File: config.mk
export PLATFORM = sky130hd
export DESIGN_NAME = cache_ctrl
export DESIGN_NICKNAME = d
export VERILOG_FILES = /design/src/rtl/cache_pkg.sv /design/src/rtl/cache_ctrl.sv
export SDC_FILE = /design/constraint.sdc
export NUM_CORES = 1
export LEC_CHECK = 0
export ABC_AREA = 1
export ABC_CLOCK_PERIOD_IN_PS = 17550
export BUFFER_PORTS_ARGS = -buffer_cell sky130_fd_sc_hd__buf_2
export CAP_MARGIN = 20
export CORE_AREA = 2 2 436 438
export DETAILED_ROUTE_END_ITERATION = 12
export DIE_AREA = 0 0 438 440
export PLACE_DENSITY_LB_ADDON = 0.3
export SYNTH_ARGS = -nofsm -noshare
export SYNTH_HDL_FRONTEND = slang
export SYNTH_SLANG_ARGS = --single-unit
export TNS_END_PERCENT = 5
File: constraint.sdc
create_clock -name clk -period 17.55 [get_ports clk]
set_clock_uncertainty 0.15 [all_clocks]
set_input_delay 3.51 -clock clk [delete_from_list [all_inputs] [get_ports clk]]
set_output_delay 3.51 -clock clk [all_outputs]
set_load 0.02 [all_outputs]
File: src/rtl/cache_pkg.sv
package cache_pkg;

    localparam int addr_width = 32;
    localparam int tag_width = 20;
    localparam int index_width = 7;
    localparam int offset_width = 5;

    localparam int num_sets = 128;
    localparam int num_ways = 2;
    localparam int words_per_line = 8;
    localparam int word_sel_width = $clog2(words_per_line);
    localparam int line_width = 256;

    // One cache line, seen flat on the memory side and as words by the banks
    typedef union packed {
        logic [line_width-1:0] flat;
        logic [words_per_line-1:0][31:0] words; // Word 0 in the low bits
    } cache_line_u;

    // Miss handling states
    typedef enum logic [1:0] {
        st_idle,
        st_write_back, // Dirty victim goes out first
        st_fill_req,
        st_refill
    } ctrl_state_e;

endpackage

File: src/rtl/cache_ctrl.sv
`timescale 1ns/10ps

module cache_ctrl
    import cache_pkg::*;
(
    input  logic                  clk,
    input  logic                  rst,
    input  logic                  cpu_en,
    input  logic [addr_width-1:0] cpu_addr,
    input  logic [num_ways-1:0]   hit,
    input  logic                  victim_dirty,
    input  logic [tag_width-1:0]  victim_tag,
    input  cache_line_u           old_line,
    input  logic [line_width-1:0] mem_rdata,
    input  logic                  mem_ack,
    output logic                  cpu_stall,
    output logic                  write_back,
    output logic                  refresh,
    output cache_line_u           refill_line,
    output logic                  mem_req,
    output logic                  mem_we,
    output logic [addr_width-1:0] mem_addr,
    output logic [line_width-1:0] mem_wdata
);

    ctrl_state_e state;

    logic [tag_width-1:0]   req_tag;
    logic [index_width-1:0] req_index;
    logic                   miss;

    assign req_tag = cpu_addr[addr_width-1 -: tag_width];
    assign req_index = cpu_addr[offset_width +: index_width];
    assign miss = cpu_en & ~(|hit);

    assign cpu_stall = (state != st_idle) | miss;

    // Banks read the victim at the next edge
    assign write_back = (state == st_idle) & miss & victim_dirty;
    assign refresh = state == st_refill;

    always_ff @(posedge clk) begin
        if (rst) begin
            state <= st_idle;
            mem_req <= 1'b0;
            mem_we <= 1'b0;
        end else begin
            case (state)
                st_idle: begin
                    if (miss) begin
                        if (victim_dirty) begin
                            state <= st_write_back;
                        end else begin
                            state <= st_fill_req;
                            mem_req <= 1'b1;
                            mem_we <= 1'b0;
                        end
                    end
                end
                st_write_back: begin
                    if (!mem_req) begin
                        mem_req <= 1'b1; // Old line is on the bank outputs now
                        mem_we <= 1'b1;
                    end else if (mem_ack) begin
                        mem_req <= 1'b0;
                        mem_we <= 1'b0;
                        state <= st_fill_req;
                    end
                end
                st_fill_req: begin
                    if (!mem_req) begin
                        mem_req <= 1'b1;
                        mem_we <= 1'b0;
                    end else if (mem_ack) begin
                        mem_req <= 1'b0;
                        state <= st_refill;
                    end
                end
                st_refill: begin
                    state <= st_idle;
                end
                default: begin
                    state <= st_idle;
                end
            endcase
        end
    end

    // Address and data for the memory port, loaded as the request rises
    always_ff @(posedge clk) begin
        if (state == st_write_back && !mem_req) begin
            mem_addr <= {victim_tag, req_index, offset_width'(0)};
            mem_wdata <= old_line.flat;
        end else if (!mem_req) begin
            mem_addr <= {req_tag, req_index, offset_width'(0)};
        end
    end

    always_ff @(posedge clk) begin
        if (state == st_fill_req && mem_req && mem_ack) begin
            refill_line.flat <= mem_rdata; // Read data valid with the ack
        end
    end

endmodule

# Word-level counts from Yosys, hierarchy flattened

Cells that the tools add are included.
Widths: inputs -> output; s select.

Output and inout port bits: 549
Word-level logic and storage cells: 56
RAM bits: 0
Bits in latches: 0
Bits of input ports: 571
Bits in registers: 543
Memories kept: 0
Memory bits (read-only): 0

Multiply operators: 0
Magnitude comparators: 0
Reduce and logical (&&, ||, !) cells: 13
Divide/modulo/power cells: 0
Bitwise logic cells: 5
Mux-type cells: 20
Equality and inequality tests: 12
$add $sub $neg: 0
Shift-type cells: 0

Operators with widths:

| kind               | count |
|---|---|
| $mux 32            | 2 |
| $ne 2x2->1 const B | 7 |
| $mux 2             | 6 |
| $reduce_and 5->1   | 2 |
| $mux 1             | 9 |
| $pmux 2 s4         | 1 |
| $eq 2x2->1 const B | 2 |
| $reduce_bool 2->1  | 2 |
| $reduce_or 2->1    | 2 |
| $and 1x1->1        | 3 |
| $logic_and 1x1->1  | 3 |
| $ne 3x3->1 const B | 1 |
| $pmux 1 s3         | 1 |
| $reduce_and 3->1   | 1 |
| $reduce_bool 3->1  | 1 |
| $eq 2x1->1 const B | 1 |
| $logic_not 2->1    | 1 |
| $ne 2x1->1 const B | 1 |
| $pmux 1 s2         | 1 |
| $logic_not 1->1    | 1 |
| $not 1->1          | 1 |
| $or 1x1->1         | 1 |

# Longest topological paths before layout

Depth after elaboration: 5
Depth in mapped cells: 9
Gate-level depth less buffers: 9

# Worst setup path after synthesis

No wires, ideal clock.

Kind: input to register
Start: input mem_ack
End: register refill_line[0] (netlist bit), enable pin
Buffers on the path: 0
Arrival time: 14,219 ps
Setup time: 879 ps
Path slack: 2,302 ps
Stages on the path: 2
Data required time: 16,521 ps
Path through: nand2_1 > nor2_1

Word-level cells in the longest chain between the ends: 1

Ends and longest elaborated chain:

| element           | line              | RTL |
|---|---|---|
| from (decl)       | cache_ctrl.sv:15  | `input logic mem_ack,` |
| $logic_and 1x1->1 | cache_ctrl.sv:100 | `if (state == st_fill_req && mem_req && mem_ack) begin` |
| to (decl)         | cache_ctrl.sv:19  | `output cache_line_u refill_line,` |

Every way passes these cells.
A chain may end at the register's enable or synchronous reset.

# Final worst setup path

Start: input hit[0]
End: output write_back

Word-level cells in the longest chain between the ends: 5

Ends and longest elaborated chain:

| element                  | line             | RTL |
|---|---|---|
| from (decl)              | cache_ctrl.sv:10 | `input logic [num_ways-1:0] hit,` |
| $reduce_or 2->1          | cache_ctrl.sv:34 | `assign miss = cpu_en & ~(\|hit);` |
| $not 1->1                | cache_ctrl.sv:34 |  |
| $and 1x1->1              | cache_ctrl.sv:34 |  |
| $and 1x1->1 (2 in a row) | cache_ctrl.sv:39 | `assign write_back = (state == st_idle) & miss & victim_dirty;` |
| to (decl)                | cache_ctrl.sv:17 | `output logic write_back,` |

Every way passes these cells.

==> results.json <==
{
  "final_layout_size_suffix_gt1_share_pct": 64.47,
  "setup_tns_ps": 0,
  "grt_antenna_before_repair": 248,
  "drt-wirelength-per-cell_um": 31.09,
  "hold_buffers": 0,
  "grt_setup_unrepaired": "no",
  "clock_power_share_pct": 39.6,
  "final_nets": 2431,
  "layout_min_cycle_time_ps": 8135,
  "p_leak_uw": 0.01083,
  "die_height_um": 440,
  "numPortBuffers": 1109,
  "crit_path_start_kind": "input port",
  "final.fill_count": 21160,
  "number_of_flops_mapped_to_enable_cells_by_yosys": 539,
  "run_status": "complete, no violations",
  "dpl-instance-area_um2": 25560,
  "cts_buffers": 76,
  "grt_pass1_vias": 11720,
  "synth_most_common_cell": "sky130_fd_sc_hd__edfxtp_1",
  "final.hold.worst_slack_ps": 374.7,
  "detail_route.vias_per_cell": 2.812,
  "worstPathArrival_ps": 4480,
  "grt-ovfl-total": 0,
  "setup.worst_path.end_class": "output port",
  "core_area_um2": 188600,
  "critPathRequiredTime_ps": 13890,
  "synth_top_area_share_pct": 96.02,
  "post_synth_main_area_contributors": "sky130_fd_sc_hd__edfxtp_1, sky130_fd_sc_hd__nand2_1, sky130_fd_sc_hd__dfxtp_1, sky130_fd_sc_hd__ha_1, sky130_fd_sc_hd__buf_4",
  "max_clock_freq_ghz": 0.1229,
  "dr_total_vias": 12510,
  "chipWidth_um": 438,
  "worst_slew_pin_slew_ps": 968.9,
  "finalWirelength_mm": 138.3,
  "grt_first_pass_wirelength_mm": 160.1,
  "ctsResizeCount": 0,
  "area_delta_synth_final_pct": 66.20,
  "synth_sequential_area_ratio_pct": 96.50,
  "worst_path_max_fanout": 2,
  "drv_cap": 0,
  "power.density_cell_area_nw_per_um2": 137.3,
  "post-layout-total-power_uw": 3846,
  "gp_routability_congestion": 0.9456,
  "criticalPathCategory": "input port to output port",
  "async_reset_ff_share_pct": 0,
  "yosys.area.top_type": "sky130_fd_sc_hd__edfxtp_1",
  "clock_pin_slew_on_the_worst_setup_and_hold_paths_ps": 50,
  "core.rowCount": 160,
  "worst_vdd_rail_ir_drop_mv": 0.05743,
  "fp.dieArea_um2": 192700,
  "report.final.setup_viol": 0,
  "clock_latency_ps": 680,
  "drt_drc_violations_left": 0,
  "register_area_um2": 16270,
  "count_of_routing_violations_after_the_opening_detailed_route_iteration": 1043,
  "ys_seq_elements": 543,
  "cts_htree_levels": 3,
  "yosys-top-cells-count": "sky130_fd_sc_hd__edfxtp_1, sky130_fd_sc_hd__nand2_1, sky130_fd_sc_hd__inv_1, sky130_fd_sc_hd__nor2_1, sky130_fd_sc_hd__buf_4",
  "syn_area_per_cell_um2": 25.31,
  "p_comb_share_pct": 17.0,
  "timing.final.crit_share_pct": 46.35,
  "power_frac_seq_pct": 43.4,
  "hold_viol": 0,
  "crit_chain": "buf_2 > nor2_1 > nand2_1 > nor2_1 > buf_2",
  "worst_path_max_delay_cell": "sky130_fd_sc_hd__nor2_1",
  "root_buffer": "sky130_fd_sc_hd__clkbuf_16",
  "multi_input_comb_area_um2": 493.0,
  "floorplan.io_pins": 1120,
  "maximum_number_of_pins_on_one_net_before_global_route_repair": 141,
  "yosysUniqueCellTypes": 18,
  "initial_core_util_pct": 8.938,
  "power_report.internal_total_uw": 2660,
  "synth_top_flop_cell": "sky130_fd_sc_hd__edfxtp_1",
  "grt.total_usage_pct": 13.68,
  "power.net_switching_uw": 1186,
  "dr.pass1.iters": 5,
  "slowest_delay_ps": 270,
  "post-cts-setup-buffers": 0,
  "syn_inst": 666,
  "worstHoldPathType": "flop to flop",
  "cts_tree": "built",
  "swShare_pct": 30.84,
  "syn-cell-area_um2": 16860,
  "slew_headroom_pct": 35.41,
  "hpwl_after_detailed_placement_mm": 119.7,
  "clock_sinks": 543,
  "maxSlewViolCount": 0,
  "clock_tree.buffer_depth": 3,
  "final_util_pct": 14.86,
  "antenna_left": 0,
  "post-route-cell-area_um2": 28010,
  "synth-warning-count": 0
}
-- path summary, 6_finish.rpt --
path                  from       endpoint  slack (ps)  cells past startpoint
hold / removal    state[0]       state[0]         370                      2
setup reg to reg   mem_req  mem_wdata[30]       12730                      5
setup / recovery    hit[0]     write_back        9410                      5
hold reg to reg   state[0]       state[0]         370                      2
-- per-stage QoR --
stage / instances / setup slack [ps]
after floorplan: 670 / 2302
after global placement: 4287 / 9412
after detailed placement: 4287 / 9382
after CTS: 4422 / 9380
after global routing: 4431 / 9374
final: 4449 / 9415
-- cell type report --
type | count | share of cell area, %
flip-flops and latches | 543 | 58.06
inverters | 12 | 0.1876
multi-input cells | 106 | 1.760
clock buffers | 87 | 7.012
repair buffers | 1115 | 20.02
well taps | 2511 | 11.21
clock inverters | 48 | 1.505
diodes | 27 | 0.2412
-- registers in the layout, summed over array words and instances, names as in the netlist --
| name | count |
|---|---|
| refill_line | 256 |
| mem_addr | 27 |
| state | 2 |
| mem_req | 1 |
| mem_we | 1 |
| mem_wdata | 256 |
-- logic make-up (layout without fill, tap and decap cells) --
group                      Yosys count  after routing  share of synthesized area (%)
AOI/OAI and AO/OA                    5              5                         0.1707
other                                1             32                        0.02225
DFF                                543            543                          96.50
buffers and inverters               21           1262                         0.7126
and+or+nand+nor                     90             90                          2.153
adders and majority gates            6              6                         0.4454
-- placed cells by master (no fill, tap or decap) --
cell type and count:
sky130_fd_sc_hd__buf_2 1109, sky130_fd_sc_hd__edfxtp_1 539, sky130_fd_sc_hd__clkbuf_16 77, sky130_fd_sc_hd__nand2_1 74
sky130_fd_sc_hd__diode_2 27, sky130_fd_sc_hd__clkinv_1 15, sky130_fd_sc_hd__clkinv_2 13, sky130_fd_sc_hd__inv_1 10
sky130_fd_sc_hd__clkbuf_1 10, sky130_fd_sc_hd__clkinvlp_4 8, sky130_fd_sc_hd__nor2_1 7, sky130_fd_sc_hd__ha_1 6
sky130_fd_sc_hd__conb_1 5, sky130_fd_sc_hd__bufinv_16 5, sky130_fd_sc_hd__buf_4 5, sky130_fd_sc_hd__dfxtp_1 4
sky130_fd_sc_hd__nand3_1 3, sky130_fd_sc_hd__inv_6 3, sky130_fd_sc_hd__nand4_1 2, sky130_fd_sc_hd__o21ai_0 2
sky130_fd_sc_hd__a21oi_1 2, sky130_fd_sc_hd__clkinv_4 2, sky130_fd_sc_hd__inv_2 1, sky130_fd_sc_hd__nand2_2 1
sky130_fd_sc_hd__inv_8 1, sky130_fd_sc_hd__nand2_4 1, sky130_fd_sc_hd__nor2_4 1, sky130_fd_sc_hd__nand3_2 1
sky130_fd_sc_hd__o21ai_2 1, sky130_fd_sc_hd__clkinv_16 1, sky130_fd_sc_hd__clkinv_8 1, sky130_fd_sc_hd__buf_12 1
-- power by group through the flow --
stage                     Sequential [µW]  Combinational [µW]  Clock, µW
after floorplan                      1890                 122          0
after global placement               1690                 688          0
after detailed placement             1690                 685          0
after CTS                            1670                 687       1590
after global routing                 1680                 698       1630
final                                1670                 652       1520
-- layer usage --
metal	GRT usage, %	up-vias	share of wire, %
met5	0	-	0.47
met4	3.376	94	2.9
met3	10.69	416	19
met2	22.53	1057	47
met1	13.33	5911	30
li1	-	5032	-
-- worst max-delay path, delay by kind of cell --
| family | cells | cell delay, ps |
|---|---|---|
| simple gates | 3 | 600 |
| buf+inv | 2 | 360 |
(Power assumes the default switching activity.)
